==> config.mk <==
export PLATFORM = sky130hd
export DESIGN_NAME = fetch_unit
export DESIGN_NICKNAME = d
export VERILOG_FILES = /design/src/hdl/fetch_pkg.sv /design/src/hdl/fetch_fifo.sv /design/src/hdl/fetch_prefetch_controller.sv /design/src/hdl/fetch_output_stage.sv /design/src/hdl/fetch_unit.sv
export SDC_FILE = /design/constraint.sdc
export NUM_CORES = 1
export LEC_CHECK = 0
export ABC_AREA = 1
export CORE_MARGIN = 2
export CORE_UTILIZATION = 40
export DETAILED_ROUTE_END_ITERATION = 16
export DONT_BUFFER_PORTS = 1
export HOLD_SLACK_MARGIN = 0.15
export PLACE_DENSITY = 0.53
export RECOVER_POWER = 50
export SYNTH_ARGS = -nofsm -noshare
export SYNTH_HDL_FRONTEND = slang
export SYNTH_SLANG_ARGS = --single-unit
==> constraint.sdc <==
create_clock -name clk_i -period 11.8 [get_ports clk_i]
set_input_delay 1.18 -clock clk_i [delete_from_list [all_inputs] [get_ports clk_i]]
set_output_delay 1.18 -clock clk_i [all_outputs]
set_load 0.1 [all_outputs]
==> src/hdl/fetch_pkg.sv <==
// Instruction prefetch path shared constants and payload types
package fetch_pkg;

  // Instruction address width
  localparam int ADDR_W = 32;

  // Instruction word width
  localparam int DATA_W = 32;

  // Entries per FIFO, also the limit on requests in flight plus buffered
  localparam int FIFO_DEPTH = 4;

  // Occupancy and discard counters must be able to hold FIFO_DEPTH
  localparam int CNT_W = $clog2(FIFO_DEPTH + 1);

  // Payload of the address FIFO
  typedef logic [ADDR_W-1:0] fetch_addr_t;

  // Returned instruction paired with the address it was fetched from
  typedef struct packed {
    logic [DATA_W-1:0] rdata;
    fetch_addr_t       addr;
  } fetch_entry_t;

endpackage

==> src/hdl/fetch_fifo.sv <==
// Synchronous FIFO with a type-parameterised payload, flush and occupancy count
`timescale 1ns/10ps

module fetch_fifo #(
  parameter type payload_t = fetch_pkg::fetch_addr_t,
  parameter int  DEPTH     = fetch_pkg::FIFO_DEPTH
) (
  input  logic                        clk_i,
  input  logic                        rst_i,
  input  logic                        flush_i,
  input  logic                        push_i,
  input  payload_t                    push_data_i,
  input  logic                        pop_i,
  output payload_t                    pop_data_o,
  output logic                        empty_o,
  output logic                        full_o,
  output logic [fetch_pkg::CNT_W-1:0] count_o
);

  localparam int PTR_W = (DEPTH > 1) ? $clog2(DEPTH) : 1;

  payload_t                    mem_q [DEPTH];
  logic [PTR_W-1:0]            wptr_q;
  logic [PTR_W-1:0]            rptr_q;
  logic [fetch_pkg::CNT_W-1:0] count_q;
  logic                        do_push;
  logic                        do_pop;

  // A flush wins over any push or pop in the same cycle
  assign do_push = push_i && !flush_i;
  assign do_pop  = pop_i && !flush_i;

  assign pop_data_o = mem_q[rptr_q];
  assign empty_o    = (count_q == '0);
  assign full_o     = (count_q == DEPTH);
  assign count_o    = count_q;

  always_ff @(posedge clk_i) begin
    if (do_push) begin
      mem_q[wptr_q] <= push_data_i;
    end
  end

  always_ff @(posedge clk_i) begin
    if (rst_i || flush_i) begin
      wptr_q  <= '0;
      rptr_q  <= '0;
      count_q <= '0;
    end else begin
      if (do_push) begin
        wptr_q <= (wptr_q == PTR_W'(DEPTH - 1)) ? '0 : wptr_q + 1'b1;
      end
      if (do_pop) begin
        rptr_q <= (rptr_q == PTR_W'(DEPTH - 1)) ? '0 : rptr_q + 1'b1;
      end
      case ({do_push, do_pop})
        2'b10:   count_q <= count_q + 1'b1;
        2'b01:   count_q <= count_q - 1'b1;
        default: count_q <= count_q;
      endcase
    end
  end

  // Upstream credit accounting must keep the FIFO from overflowing
  a_no_overflow: assert property (@(posedge clk_i) disable iff (rst_i)
    do_push |-> !full_o);

  // Every pop has to match an earlier push
  a_no_underflow: assert property (@(posedge clk_i) disable iff (rst_i)
    do_pop |-> !empty_o);

endmodule

==> src/hdl/fetch_prefetch_controller.sv <==
// Prefetch controller that issues instruction requests and pairs responses with addresses
`timescale 1ns/10ps

module fetch_prefetch_controller (
  input  logic                          clk_i,
  input  logic                          rst_i,
  input  logic                          fetch_enable_i,
  input  logic                          branch_i,
  input  fetch_pkg::fetch_addr_t        branch_addr_i,

  // Instruction memory bus
  output logic                          instr_req_o,
  output fetch_pkg::fetch_addr_t        instr_addr_o,
  input  logic                          instr_gnt_i,
  input  logic                          instr_rvalid_i,
  input  logic [fetch_pkg::DATA_W-1:0]  instr_rdata_i,

  // Address FIFO
  output logic                          addr_push_o,
  output fetch_pkg::fetch_addr_t        addr_push_data_o,
  output logic                          addr_pop_o,
  input  fetch_pkg::fetch_addr_t        addr_head_i,
  input  logic [fetch_pkg::CNT_W-1:0]   addr_count_i,

  // Instruction FIFO and downstream occupancy
  output logic                          entry_push_o,
  output fetch_pkg::fetch_entry_t       entry_push_data_o,
  input  logic [fetch_pkg::CNT_W-1:0]   buffered_count_i
);

  logic                          req_q;
  fetch_pkg::fetch_addr_t        addr_q;
  logic                          branch_pend_q;
  fetch_pkg::fetch_addr_t        branch_tgt_q;
  logic [fetch_pkg::CNT_W-1:0]   discard_cnt_q;
  logic                          req_hold;
  logic                          discard;
  logic [fetch_pkg::CNT_W:0]     buffered_eff;
  logic [fetch_pkg::CNT_W:0]     credit_sum;
  logic                          credit_ok;

  assign instr_req_o  = req_q;
  assign instr_addr_o = addr_q;

  // Request is waiting for its grant and must not change
  assign req_hold = req_q && !instr_gnt_i;

  // Occupancy as seen next cycle; a branch empties the buffers behind the address FIFO
  assign buffered_eff = branch_i ? '0 : {1'b0, buffered_count_i};
  assign credit_sum   = {1'b0, addr_count_i} + buffered_eff +
                        {{fetch_pkg::CNT_W{1'b0}}, instr_gnt_i};
  assign credit_ok    = (credit_sum < fetch_pkg::FIFO_DEPTH);

  // Address FIFO tracks every granted request in order
  assign addr_push_o      = req_q && instr_gnt_i;
  assign addr_push_data_o = addr_q;
  assign addr_pop_o       = instr_rvalid_i;

  // Responses to requests older than the last branch are dropped
  assign discard           = branch_i || (discard_cnt_q != '0);
  assign entry_push_o      = instr_rvalid_i && !discard;
  assign entry_push_data_o = '{rdata: instr_rdata_i, addr: addr_head_i};

  always_ff @(posedge clk_i) begin
    if (rst_i) begin
      req_q         <= 1'b0;
      addr_q        <= '0;
      branch_pend_q <= 1'b0;
    end else if (req_hold) begin
      // Redirect is deferred until the pending request is granted
      if (branch_i) begin
        branch_pend_q <= 1'b1;
      end
    end else begin
      req_q         <= fetch_enable_i && credit_ok;
      branch_pend_q <= 1'b0;
      if (branch_i) begin
        addr_q <= branch_addr_i;
      end else if (instr_gnt_i) begin
        addr_q <= branch_pend_q ? branch_tgt_q : addr_q + 'd4;
      end
    end
  end

  always_ff @(posedge clk_i) begin
    if (req_hold && branch_i) begin
      branch_tgt_q <= branch_addr_i;
    end
  end

  // Discard counter covers requests granted up to the branch plus a deferred one
  always_ff @(posedge clk_i) begin
    if (rst_i) begin
      discard_cnt_q <= '0;
    end else if (branch_i) begin
      discard_cnt_q <= addr_count_i + instr_gnt_i - instr_rvalid_i;
    end else begin
      discard_cnt_q <= discard_cnt_q + (instr_gnt_i && branch_pend_q) -
                       (instr_rvalid_i && (discard_cnt_q != '0));
    end
  end

  a_addr_stable: assert property (@(posedge clk_i) disable iff (rst_i)
    instr_req_o && !instr_gnt_i |=> instr_req_o && $stable(instr_addr_o));

  // Stale responses can only belong to requests still tracked in the address FIFO
  a_discard_bound: assert property (@(posedge clk_i) disable iff (rst_i)
    discard_cnt_q <= addr_count_i);

endmodule

==> src/hdl/fetch_output_stage.sv <==
// Output register slice that presents fetched instructions to decode
`timescale 1ns/10ps

module fetch_output_stage (
  input  logic                          clk_i,
  input  logic                          rst_i,
  input  logic                          flush_i,

  // Instruction FIFO head
  input  logic                          fifo_empty_i,
  input  fetch_pkg::fetch_entry_t       fifo_head_i,
  output logic                          fifo_pop_o,

  // Decode port
  output logic                          instr_valid_o,
  output logic [fetch_pkg::DATA_W-1:0]  instr_rdata_o,
  output fetch_pkg::fetch_addr_t        decode_addr_o,
  input  logic                          instr_ready_i,

  output logic                          occupied_o
);

  logic                    valid_q;
  fetch_pkg::fetch_entry_t entry_q;

  // Refill when empty or when decode takes the current entry
  assign fifo_pop_o = !fifo_empty_i && !flush_i && (!valid_q || instr_ready_i);

  assign instr_valid_o = valid_q;
  assign instr_rdata_o = entry_q.rdata;
  assign decode_addr_o = entry_q.addr;
  assign occupied_o    = valid_q;

  always_ff @(posedge clk_i) begin
    if (rst_i || flush_i) begin
      valid_q <= 1'b0;
    end else if (fifo_pop_o) begin
      valid_q <= 1'b1;
    end else if (instr_ready_i) begin
      valid_q <= 1'b0;
    end
  end

  always_ff @(posedge clk_i) begin
    if (fifo_pop_o) begin
      entry_q <= fifo_head_i;
    end
  end

  // Decode back-pressure must not disturb the presented instruction
  a_hold_on_stall: assert property (@(posedge clk_i) disable iff (rst_i)
    instr_valid_o && !instr_ready_i && !flush_i
    |=> instr_valid_o && $stable(instr_rdata_o) && $stable(decode_addr_o));

endmodule

==> src/hdl/fetch_unit.sv <==
// Instruction fetch unit joining prefetch control, address and instruction FIFOs and output stage
`timescale 1ns/10ps

module fetch_unit (
  input  logic                          clk_i,
  input  logic                          rst_i,
  input  logic                          fetch_enable_i,
  input  logic                          branch_i,
  input  fetch_pkg::fetch_addr_t        branch_addr_i,

  // Instruction memory bus
  output logic                          instr_req_o,
  output fetch_pkg::fetch_addr_t        instr_addr_o,
  input  logic                          instr_gnt_i,
  input  logic                          instr_rvalid_i,
  input  logic [fetch_pkg::DATA_W-1:0]  instr_rdata_i,

  // Decode port
  output logic                          instr_valid_o,
  output logic [fetch_pkg::DATA_W-1:0]  instr_rdata_o,
  output fetch_pkg::fetch_addr_t        decode_addr_o,
  input  logic                          instr_ready_i
);

  logic                          addr_push;
  fetch_pkg::fetch_addr_t        addr_push_data;
  logic                          addr_pop;
  fetch_pkg::fetch_addr_t        addr_head;
  logic                          addr_empty;
  logic                          addr_full;
  logic [fetch_pkg::CNT_W-1:0]   addr_count;

  logic                          entry_push;
  fetch_pkg::fetch_entry_t       entry_push_data;
  logic                          entry_pop;
  fetch_pkg::fetch_entry_t       entry_head;
  logic                          entry_empty;
  logic                          entry_full;
  logic [fetch_pkg::CNT_W-1:0]   entry_count;

  logic                          out_occupied;
  logic [fetch_pkg::CNT_W-1:0]   buffered_count;

  // Instructions held past the memory bus, in the FIFO and the output register
  assign buffered_count = entry_count + out_occupied;

  fetch_prefetch_controller i_prefetch_controller (
    .clk_i             (clk_i),
    .rst_i             (rst_i),
    .fetch_enable_i    (fetch_enable_i),
    .branch_i          (branch_i),
    .branch_addr_i     (branch_addr_i),
    .instr_req_o       (instr_req_o),
    .instr_addr_o      (instr_addr_o),
    .instr_gnt_i       (instr_gnt_i),
    .instr_rvalid_i    (instr_rvalid_i),
    .instr_rdata_i     (instr_rdata_i),
    .addr_push_o       (addr_push),
    .addr_push_data_o  (addr_push_data),
    .addr_pop_o        (addr_pop),
    .addr_head_i       (addr_head),
    .addr_count_i      (addr_count),
    .entry_push_o      (entry_push),
    .entry_push_data_o (entry_push_data),
    .buffered_count_i  (buffered_count)
  );

  // Outstanding addresses survive a branch so responses stay paired
  fetch_fifo #(
    .payload_t (fetch_pkg::fetch_addr_t),
    .DEPTH     (fetch_pkg::FIFO_DEPTH)
  ) i_addr_fifo (
    .clk_i       (clk_i),
    .rst_i       (rst_i),
    .flush_i     (1'b0),
    .push_i      (addr_push),
    .push_data_i (addr_push_data),
    .pop_i       (addr_pop),
    .pop_data_o  (addr_head),
    .empty_o     (addr_empty),
    .full_o      (addr_full),
    .count_o     (addr_count)
  );

  fetch_fifo #(
    .payload_t (fetch_pkg::fetch_entry_t),
    .DEPTH     (fetch_pkg::FIFO_DEPTH)
  ) i_instr_fifo (
    .clk_i       (clk_i),
    .rst_i       (rst_i),
    .flush_i     (branch_i),
    .push_i      (entry_push),
    .push_data_i (entry_push_data),
    .pop_i       (entry_pop),
    .pop_data_o  (entry_head),
    .empty_o     (entry_empty),
    .full_o      (entry_full),
    .count_o     (entry_count)
  );

  fetch_output_stage i_output_stage (
    .clk_i         (clk_i),
    .rst_i         (rst_i),
    .flush_i       (branch_i),
    .fifo_empty_i  (entry_empty),
    .fifo_head_i   (entry_head),
    .fifo_pop_o    (entry_pop),
    .instr_valid_o (instr_valid_o),
    .instr_rdata_o (instr_rdata_o),
    .decode_addr_o (decode_addr_o),
    .instr_ready_i (instr_ready_i),
    .occupied_o    (out_occupied)
  );

  // A response always finds its address waiting in the address FIFO
  a_rvalid_has_addr: assert property (@(posedge clk_i) disable iff (rst_i)
    instr_rvalid_i |-> !addr_empty);

  // Credit accounting keeps the instruction FIFO from filling while a response is accepted
  a_entry_room: assert property (@(posedge clk_i) disable iff (rst_i)
    entry_push |-> !entry_full);

  // No grant while the address FIFO has no free slot
  a_gnt_has_room: assert property (@(posedge clk_i) disable iff (rst_i)
    addr_push |-> !addr_full);

endmodule

* Yosys cells after proc, flatten, opt, wreduce, memory -nomap -nowiden
Memory sizes are Yosys's and may differ from the RTL's. A register that Yosys moved wholly into a read port is not among the register bits. Index checks and enable logic that the tools add are counted.
Storage, ports and cells: memories 2, input port bits 71, output and inout port bits 98, register bits 84, bits in writable memories 384
Operators by class: multiplexer cells 19, add/sub/neg operators 16, $lt $le $gt $ge 1, reductions and logical operators 27, bitwise logic cells 1, equal/unequal tests 8
Memories:
- i_instr_fifo.mem_q | words 4, bits a word 64, read ports 1, clocked after memory_dff 1, wr ports 1, RTL line fetch_fifo.sv:22 | payload_t mem_q [DEPTH];
- i_addr_fifo.mem_q | words 4, bits a word 32, read ports 1, clocked after memory_dff 1, wr ports 1, RTL line fetch_fifo.sv:22
Operator list (number):
- $mux W32 | 3
- $add A32 B3 Y32 const B | 1
- $eq A2 B2 Y1 const B | 6
- $mux W2 | 6
- $pmux W3 S2 | 2
- $logic_and A1 B1 Y1 | 11
- $add A3 B1 Y3 | 3
- $add A2 B1 Y2 const B | 4
- $reduce_bool A2 Y1 | 4
- $add A3 B1 Y3 const B | 2
- $mux W1 | 6
- $mux W3 | 2
- $sub A3 B1 Y3 | 2
- $sub A3 B1 Y3 const B | 2
- $logic_not A1 Y1 | 5
- $add A3 B4 Y4 | 1
- $add A4 B1 Y4 | 1
- $eq A2 B1 Y1 const B | 2
- $lt A4 B3 Y1 const B | 1
- $logic_not A3 Y1 | 1
- $logic_or A1 B1 Y1 | 3
- $reduce_bool A3 Y1 | 1
- $reduce_and A2 Y1 | 1
- $reduce_or A2 Y1 | 1
- $not A1 Y1 | 1

* Longest topological paths before layout
Gate-level depths: netlist (run 1).
word-level depth 7, depth in mapped cells 11, mapped depth without buffers 11

* Cells and area by module
A second synthesis (run 1) with hierarchy kept.
Second synthesis, totals: cells, all modules 1708, area total of the unflattened synthesis 21763.4 sq um
Modules (own cells, without submodules):
- fetch_fifo (i_instr_fifo) | instances 1, area an instance 9970.8 sq um, cells an instance 683
- fetch_fifo (i_addr_fifo) | instances 1, area an instance 5252.5 sq um, cells an instance 373
- fetch_prefetch_controller | instances 1, area an instance 4509.3 sq um, cells an instance 570
- fetch_output_stage | instances 1, area an instance 1983.2 sq um, cells an instance 74
- fetch_unit | instances 1, area an instance 47.5 sq um, cells an instance 8

* Least setup slack after synthesis (run 1)
No wires, ideal clock.
kind input-to-reg, from input port branch_i, to memory i_instr_fifo.mem_q[0][0] (netlist name), enable pin, setup time 0.487 ns, data arrival time 4.461 ns, slack 6.852 ns, data required time 11.313 ns, buffers on the path 1, stages on the path 4, cell sequence inv_2 buf_2 nand4_2 nor2_1
On the way: cells in the longest elaborated chain, start to end 6
RTL lines:
- start, declared | RTL line fetch_unit.sv:8 | input logic branch_i,
- $logic_or A1 B1 Y1 | RTL line fetch_prefetch_controller.sv:60 | assign discard = branch_i || (discard_cnt_q != '0);
- $logic_not A1 Y1 | RTL line fetch_prefetch_controller.sv:61 | assign entry_push_o = instr_rvalid_i && !discard;
- $logic_and A1 B1 Y1 | RTL line fetch_prefetch_controller.sv:61
- $logic_and A1 B1 Y1 * | RTL line fetch_fifo.sv:30 | assign do_push = push_i && !flush_i;
- $mux W1 * | RTL line fetch_fifo.sv:39 | if (do_push) begin
- $mux W1 (implied by the code) * | RTL line fetch_fifo.sv:40 | mem_q[wptr_q] <= push_data_i;
- end, declared | RTL line fetch_fifo.sv:22
Mark *: on every way between the ends. The rest lies on a longest branch, timed or not.

==> impl_metrics.py, run 1 <==
metrics = {
    "cts": {
        "cts_resized": 0,
        "cts_tree": "built",
        "cts_root_buffer": "sky130_fd_sc_hd__clkbuf_16",
        "path_clk_slew_ns": 0.06,
        "cts_inserted_buffers": 55,
        "maximum_count_of_clock_buffers_along_a_single_path": 3,
        "postCtsHoldBufs": 0,
        "postCtsSetupRepairBufs": 0,
        "cts_htree_levels": 2,
        "cts_num_sinks": 534,
        "clk-insertion-delay-late_ns": 0.60,
    },
    "sta": {
        "final.period_utilization_pct": 46.7,
        "setup_viol_count_final": 0,
        "worst_setup_slack_final_ns": 6.29,
        "shortest_clock_period_the_worst_path_allows_after_layout_ns": 5.51,
        "timing.slew.headroom_pct": -109,
        "timing.setup.tns_ns": 0,
        "fmax_mhz": 181,
        "finalClockSkew_ns": 0.0129,
        "grt_setup_unrepaired": "no",
        "final-hold-violation-count": 0,
        "max_slew.worst_pin.slew_ns": 3.14,
        "timing.final.max_slew_violations": 473,
    },
    "setup_path": {
        "crit_slowest_cell": "sky130_fd_sc_hd__clkbuf_1",
        "critical_path_class": "reg -> reg",
        "r2r.worst_path.cells": 5,
        "critPathMaxFanout": 66,
        "worst-path-buf-inv": 3,
        "worstPathCellList": "clkbuf_1 -> inv_1 -> clkbuf_1 -> o21ai_0 -> o22ai_1",
        "worstReg2RegStart": "i_instr_fifo.rptr_q[1]",
        "kind_of_launch_point_of_the_worst_setup_path": "flop",
        "crit_family": "buffers and inverters",
        "cp.arrival_ns": 5.84,
        "rr_endpoint": "i_output_stage.decode_addr_o[26]",
        "r2r_setup_slk_ns": 6.29,
        "cp_common_cell": "sky130_fd_sc_hd__clkbuf_1",
        "critical_path_required_ns": 12.13,
        "max_stage_delay_ns": 2.19,
        "critPathCaptureType": "flop",
    },
    "place": {
        "gpl.final_weighted_congestion": 0.838,
        "detailed_place_hpwl_um": 26200,
        "port-buffer-count": 0,
        "detailedPlace.worstSlack_ns": 8.05,
    },
    "power": {
        "power_per_cell_area_mw_per_mm2": 179,
        "cellLeakagePower_nw": 7.52,
        "cell_internal_pwr_mw": 3.10,
        "combinationalPowerShare_pct": 7.5,
        "seqPwrFrac_pct": 54.1,
        "power.clock.fraction_pct": 38.4,
        "switch_share_pct": 25.0,
        "power.switching_mw": 1.03,
        "vdd.ir_drop.worst_v": 0.000108,
    },
    "global_routing": {
        "antenna_found_initial": 0,
        "globalRoute.totalOverflow": 0,
        "global_route_wire_length_before_repair_um": 70000,
        "grt_max_degree": 103,
        "groute.usage.overall_pct": 17.0,
        "grt_pass1_vias": 11900,
    },
    "logic_synthesis": {
        "post_synth_instance_area_mm2": 0.0207,
        "postSynthRegisterBits": 534,
        "yosysTopAreaCellShare_pct": 69.6,
        "yosys_warnings": 0,
        "synth-seq-area-share_pct": 74.9,
        "yosysMostFrequentCell": "sky130_fd_sc_hd__edfxtp_1",
        "syn_area_per_cell_um2": 13.0,
        "synthesis.nets": 1684,
        "syn_inst": 1587,
        "synth-edff-count": 480,
        "fraction_of_registers_with_async_set_reset_pct": 0,
        "ys_dominant_reg_cell": "sky130_fd_sc_hd__edfxtp_1",
        "yosys.area.top_type": "sky130_fd_sc_hd__edfxtp_1",
        "synth_cell_type_count": 45,
        "synth.cells.most_frequent": "sky130_fd_sc_hd__edfxtp_1 (480), sky130_fd_sc_hd__nor2_1 (285), sky130_fd_sc_hd__o21ai_0 (214), sky130_fd_sc_hd__nand2_1 (121), sky130_fd_sc_hd__o22ai_1 (108)",
        "synthTopCellsByArea": "sky130_fd_sc_hd__edfxtp_1 (70%), sky130_fd_sc_hd__dfxtp_1 (5.2%), sky130_fd_sc_hd__o21ai_0 (5.2%)",
    },
    "detailed_routing": {
        "detailroute.via_count": 12100,
        "drc_errors": 0,
        "drt.antenna.violating_nets": 0,
        "post_drt_wl_per_cell_um": 19.4,
        "drt_iter0_markers": 904,
        "detail_route.first_pass.iterations": 5,
        "totalWireLength_um": 45300,
        "post_drt_via_cell_ratio": 5.18,
    },
    "floorplan": {
        "floorplan.initialDensity_pct": 40.4,
        "floorplan.die_area_mm2": 0.0536,
        "floorplan.io_pins": 169,
        "dieWidth_um": 231,
        "die_ht_um": 231,
        "core_mm2": 0.0512,
        "placementRows": 83,
    },
    "status": {
        "failing_checks": "capacitance limit, slew limit",
        "outcome": "finished, violations left",
    },
    "min_path": {
        "hold_end": "i_prefetch_controller.addr_push_data_o[30]",
        "timing.hold.worst.class": "reg -> reg",
        "hold_start": "i_prefetch_controller.addr_push_data_o[30]",
        "hold_path_depth": 2,
    },
    "cells_and_area": {
        "final_layout_size_suffix_gt1_share_pct": 7.08,
        "fill_cell_total_of_the_finished_layout": 4570,
        "flow.area_growth_from_synthesis_pct": 11.8,
        "num_antenna_cells": 0,
        "post_layout_net_count": 1712,
    },
    "flow_run": {
        "max_cap_viol_count": 23,
    },
}
-- layout by cell type (no fill, tap or decap), types with 4 or more instances in the layout --
master / Yosys / layout
sky130_fd_sc_hd__o221a_2: 6 / 6
sky130_fd_sc_hd__buf_4: 1 / 14
sky130_fd_sc_hd__nand2_1: 121 / 121
sky130_fd_sc_hd__edfxtp_1: 480 / 480
sky130_fd_sc_hd__nand3_1: 29 / 29
sky130_fd_sc_hd__ha_1: 22 / 22
sky130_fd_sc_hd__o221a_1: 6 / 6
sky130_fd_sc_hd__nor2_4: 0 / 4
sky130_fd_sc_hd__inv_1: 72 / 72
sky130_fd_sc_hd__o21ai_0: 214 / 214
sky130_fd_sc_hd__nor2_2: 5 / 10
sky130_fd_sc_hd__clkinv_2: 0 / 7
sky130_fd_sc_hd__clkbuf_16: 0 / 55
sky130_fd_sc_hd__o21a_1: 8 / 8
sky130_fd_sc_hd__clkinv_1: 1 / 12
sky130_fd_sc_hd__a31oi_1: 5 / 5
sky130_fd_sc_hd__dfxtp_1: 54 / 52
sky130_fd_sc_hd__a211oi_1: 4 / 4
sky130_fd_sc_hd__nor2_1: 285 / 276
sky130_fd_sc_hd__a21oi_1: 44 / 44
sky130_fd_sc_hd__nor3_1: 5 / 5
sky130_fd_sc_hd__o22ai_1: 108 / 108
sky130_fd_sc_hd__fa_1: 4 / 4
sky130_fd_sc_hd__clkbuf_1: 59 / 49
-- worst min-delay path, cell delays in order (launching register included) --
cell and delay [ns]:
sky130_fd_sc_hd__dfxtp_1 0.31, sky130_fd_sc_hd__nand2_1 0.06, sky130_fd_sc_hd__a21oi_1 0.05
-- state kept, by name, summed over array words and instances (netlist names), named ones only --
signal                                  cells
i_instr_fifo.mem_q                        256
i_output_stage.instr_valid_o                1
i_output_stage.instr_rdata_o               32
i_output_stage.decode_addr_o               32
i_prefetch_controller.branch_pend_q         1
i_addr_fifo.count_o                         3
i_addr_fifo.mem_q                         128
i_instr_fifo.rptr_q                         2
i_prefetch_controller.discard_cnt_q         3
i_prefetch_controller.instr_req_o           1
i_instr_fifo.count_o                        3
i_addr_fifo.rptr_q                          2
i_prefetch_controller.addr_push_data_o     32
i_instr_fifo.wptr_q                         2
i_prefetch_controller.branch_tgt_q         32
i_addr_fifo.wptr_q                          2
-- layout make-up --
cell class	instances	area [µm²]	area share (%)
flip-flops and latches	534	15500	67.0
inverters	76	287	1.24
well taps	680	851	3.68
multi-input cells	898	4630	20.0
clock buffers	70	1450	6.28
repair buffers	50	240	1.04
clock inverters	24	174	0.752
-- stage by stage --
stage	area (µm²)	std cells	utilization, %	power, mW	hold WS [ns]
4_1_cts	23300	2332	45.5	4.19	0.466
2_1_floorplan	20700	1587	-	2.50	0.455
6_report	23100	2332	45.2	4.14	0.462
3_3_place_gp	21700	2238	42.3	2.59	0.449
3_5_place_dp	21700	2238	42.3	2.60	0.457
5_1_grt	23100	2332	45.2	4.30	0.497
-- power by group through the flow --
stage	combinational, mW	clock [mW]	sequential [mW]
after global placement	0.316	0	2.28
final	0.309	1.59	2.24
after CTS	0.321	1.63	2.24
after global routing	0.343	1.71	2.24
after floorplan	0.156	0	2.35
after detailed placement	0.320	0	2.28
-- kinds of logic (layout without fill, tap and decap cells) --
family          after synthesis  in the layout  synth area share, %
buf+inv                     155            220                 2.96
xor+xnor                      4              4                0.169
compound gates              414            414                 11.6
flops                       534            534                 74.9
simple gates                454            454                 8.73
fa+ha+maj                    26             26                 1.72
-- layer usage --
metal | routed length, µm | share of wire (%) | vias up | GRT usage, %
met5 | 0 | 0 | - | 0
met4 | 1010 | 2.2 | 0 | 5.34
met3 | 2900 | 6.4 | 80 | 4.20
met2 | 21400 | 47 | 292 | 27.8
met1 | 20000 | 44 | 5861 | 22.2
li1 | - | - | 5857 | -
-- worst max path at each step --
stage,start,endpoint,slack [ns],cells after the start
after CTS,branch_i,i_instr_fifo.mem_q[0][53],8.71,4
after floorplan,branch_i,i_instr_fifo.mem_q[0][0],6.85,4
final,i_instr_fifo.rptr_q[1],i_output_stage.decode_addr_o[26],6.29,5
after global routing,i_instr_fifo.rptr_q[1],i_output_stage.instr_rdata_o[19],5.60,5
after detailed placement,branch_i,i_instr_fifo.mem_q[0][38],8.05,4
after global placement,branch_i,i_instr_fifo.mem_q[2][38],8.08,4
(Power assumes the default switching activity.)
==> run 2: changes to the inputs <==
--- a/config.mk
+++ b/config.mk
@@ -11,7 +11,7 @@
 export DETAILED_ROUTE_END_ITERATION = 16
 export DONT_BUFFER_PORTS = 1
 export HOLD_SLACK_MARGIN = 0.15
-export PLACE_DENSITY = 0.53
+export PLACE_DENSITY = 0.55
 export RECOVER_POWER = 50
 export SYNTH_ARGS = -nofsm -noshare
 export SYNTH_HDL_FRONTEND = slang
==> constraint.sdc (replaced) <==
create_clock -name clk_i -period 4.4 [get_ports clk_i]
set_input_delay 0.44 -clock clk_i [delete_from_list [all_inputs] [get_ports clk_i]]
set_output_delay 0.44 -clock clk_i [all_outputs]
set_load 0.1 [all_outputs]
==> run 2 against run 1 <==
Net effect: the flow still finishes with violations (capacitance limit, slew limit); utilization up 1.7 points; non-clock buffer count up 76; sequential power rose to 2.7 times the previous value; critical path type unchanged; critical endpoint is now i_instr_fifo.rptr_q[0].
==> impl_metrics.py, run 2 (synthesized netlist as in run 1, its figures left out) <==
metrics = {
    "status": {
        "outcome": "finished, violations left",
        "failing_checks": "capacitance limit, slew limit",
    },
    "floorplan": {
        "placementRows": 83,
        "floorplan.die_area_mm2": 0.0536,
        "die_ht_um": 231,
        "dieWidth_um": 231,
        "floorplan.io_pins": 169,
        "core_mm2": 0.0512,
        "floorplan.initialDensity_pct": 40.4,
    },
    "min_path": {
        "timing.hold.worst.class": "in -> reg",
        "hold_path_depth": 3,
    },
    "cells_and_area": {
        "finalInstanceArea_mm2": 0.0240,
        "layout_top_registers": "i_instr_fifo.mem_q (256), i_addr_fifo.mem_q (128)",
        "post_layout_net_count": 1788,
        "layout_commonest_cell": "sky130_fd_sc_hd__edfxtp_1",
        "flow.area_growth_from_synthesis_pct": 15.8,
        "most-common-layout-cells": "sky130_fd_sc_hd__edfxtp_1 (480), sky130_fd_sc_hd__nor2_1 (276), sky130_fd_sc_hd__o21ai_0 (214), sky130_fd_sc_hd__nand2_1 (121), sky130_fd_sc_hd__o22ai_1 (108)",
        "most_flop_heavy_register": "i_instr_fifo.mem_q",
        "largest_reg_flops": 256,
        "final_layout_size_suffix_gt1_share_pct": 7.72,
    },
    "global_routing": {
        "antenna_found_initial": 0,
        "grt_max_degree": 95,
        "globalRoute.totalOverflow": 0,
        "grt_pass1_vias": 12800,
        "groute.usage.overall_pct": 17.4,
        "global_route_wire_length_before_repair_um": 72000,
    },
    "setup_path": {
        "critical_path_class": "reg -> reg",
        "critPathMaxFanout": 65,
        "critical_path_required_ns": 4.91,
        "r2r.worst_path.cells": 7,
        "cp.arrival_ns": 3.62,
        "kind_of_launch_point_of_the_worst_setup_path": "flop",
        "critPathCaptureType": "flop",
    },
    "power": {
        "power_per_cell_area_mw_per_mm2": 470,
        "cellLeakagePower_nw": 7.90,
        "vdd.ir_drop.worst_v": 0.000324,
        "total_power_mw": 11.3,
    },
    "sta": {
        "final-hold-violation-count": 0,
        "final.period_utilization_pct": 70.7,
        "setup_viol_count_final": 0,
        "timing.final.max_slew_violations": 350,
        "fmax_mhz": 321,
        "grt_setup_unrepaired": "no",
        "worst_setup_slack_final_ns": 1.29,
        "finalClockSkew_ns": 0.0138,
        "timing.slew.headroom_pct": -39.0,
        "timing.setup.tns_ns": 0,
        "max_slew.worst_pin.slew_ns": 2.08,
        "shortest_clock_period_the_worst_path_allows_after_layout_ns": 3.11,
    },
    "detailed_routing": {
        "detail_route.first_pass.iterations": 5,
        "drt_iter0_markers": 839,
        "post_drt_wl_per_cell_um": 19.1,
        "drc_errors": 0,
        "totalWireLength_um": 46200,
        "post_drt_via_cell_ratio": 5.18,
        "drt.antenna.violating_nets": 0,
        "detailroute.via_count": 12500,
    },
    "cts": {
        "path_clk_slew_ns": 0.06,
        "cts_root_buffer": "sky130_fd_sc_hd__clkbuf_16",
        "cts_inserted_buffers": 55,
        "maximum_count_of_clock_buffers_along_a_single_path": 3,
        "cts_htree_levels": 2,
        "clk-insertion-delay-late_ns": 0.60,
        "cts_tree": "built",
        "cts_num_sinks": 534,
    },
    "place": {
        "detailed_place_hpwl_um": 27200,
        "port-buffer-count": 0,
        "placed_cell_area_mm2": 0.0218,
        "gpl.final_weighted_congestion": 0.835,
        "detailedPlace.worstSlack_ns": 1.36,
    },
    "flow_run": {
        "max_cap_viol_count": 18,
    },
}
-- run 2: metrics by stage --
stage | hold slack, ns | util, % | cells
floorplan | 0.455 | - | 1587
global placement | 0.494 | 42.5 | 2243
detailed placement | 0.474 | 42.5 | 2243
CTS | 0.155 | 47.2 | 2415
global route | 0.181 | 46.8 | 2415
finish | 0.186 | 46.8 | 2416
-- run 2: per-layer routing --
| metal | vias to the layer above | part of all wire, % | wire [µm] | GRT usage, % |
|---|---|---|---|---|
| met5 | - | 0 | 0 | 0 |
| met4 | 0 | 2.4 | 1110 | 5.77 |
| met3 | 78 | 5.6 | 2580 | 3.43 |
| met2 | 327 | 47 | 21900 | 29.0 |
| met1 | 6084 | 45 | 20600 | 22.7 |
| li1 | 6017 | - | - | - |
-- run 2: critical path, cell delays in order, from the launching register on --
cell and delay, ns:
sky130_fd_sc_hd__dfxtp_1 1.01, sky130_fd_sc_hd__inv_1 0.08, sky130_fd_sc_hd__nor2_1 0.31, sky130_fd_sc_hd__nor2_4 0.06
sky130_fd_sc_hd__clkbuf_2 0.87, sky130_fd_sc_hd__inv_1 0.40, sky130_fd_sc_hd__o21ai_0 0.11, sky130_fd_sc_hd__a21oi_1 0.15
-- run 2: timing repair --
action	CTS	global route
buffers inserted	0	0
endpoints found under the hold margin	203	0
gates resized for setup	0	0
hold buffers	71	0
-- run 2: report_power, final --
group / leakage [nW] / switching [mW] / internal (mW)
Sequential: 4.81 / 0.255 / 5.75
Combinational: 2.26 / 0.675 / 0.230
Clock: 0.832 / 1.88 / 2.49
Total: 7.90 / 2.81 / 8.47
-- run 2: layout make-up --
class | instances | area, µm²
Fill cell | 4476 | 27200
Clock buffer | 71 | 1450
Sequential cell | 534 | 15500
Clock inverter | 30 | 235
Multi-Input combinational cell | 898 | 4630
Tap cell | 680 | 851
Timing Repair Buffer | 126 | 1020
Inverter | 76 | 287
Antenna cell | 1 | 2.50
-- run 2: final timing paths --
kind,startpoint,endpoint,slack (ns)
max,i_output_stage.instr_valid_o,i_instr_fifo.rptr_q[0],1.29
min,instr_ready_i,i_output_stage.instr_valid_o,0.19
max reg2reg,i_output_stage.instr_valid_o,i_instr_fifo.rptr_q[0],1.29
min reg2reg,i_instr_fifo.count_o[2],i_instr_fifo.count_o[2],0.49
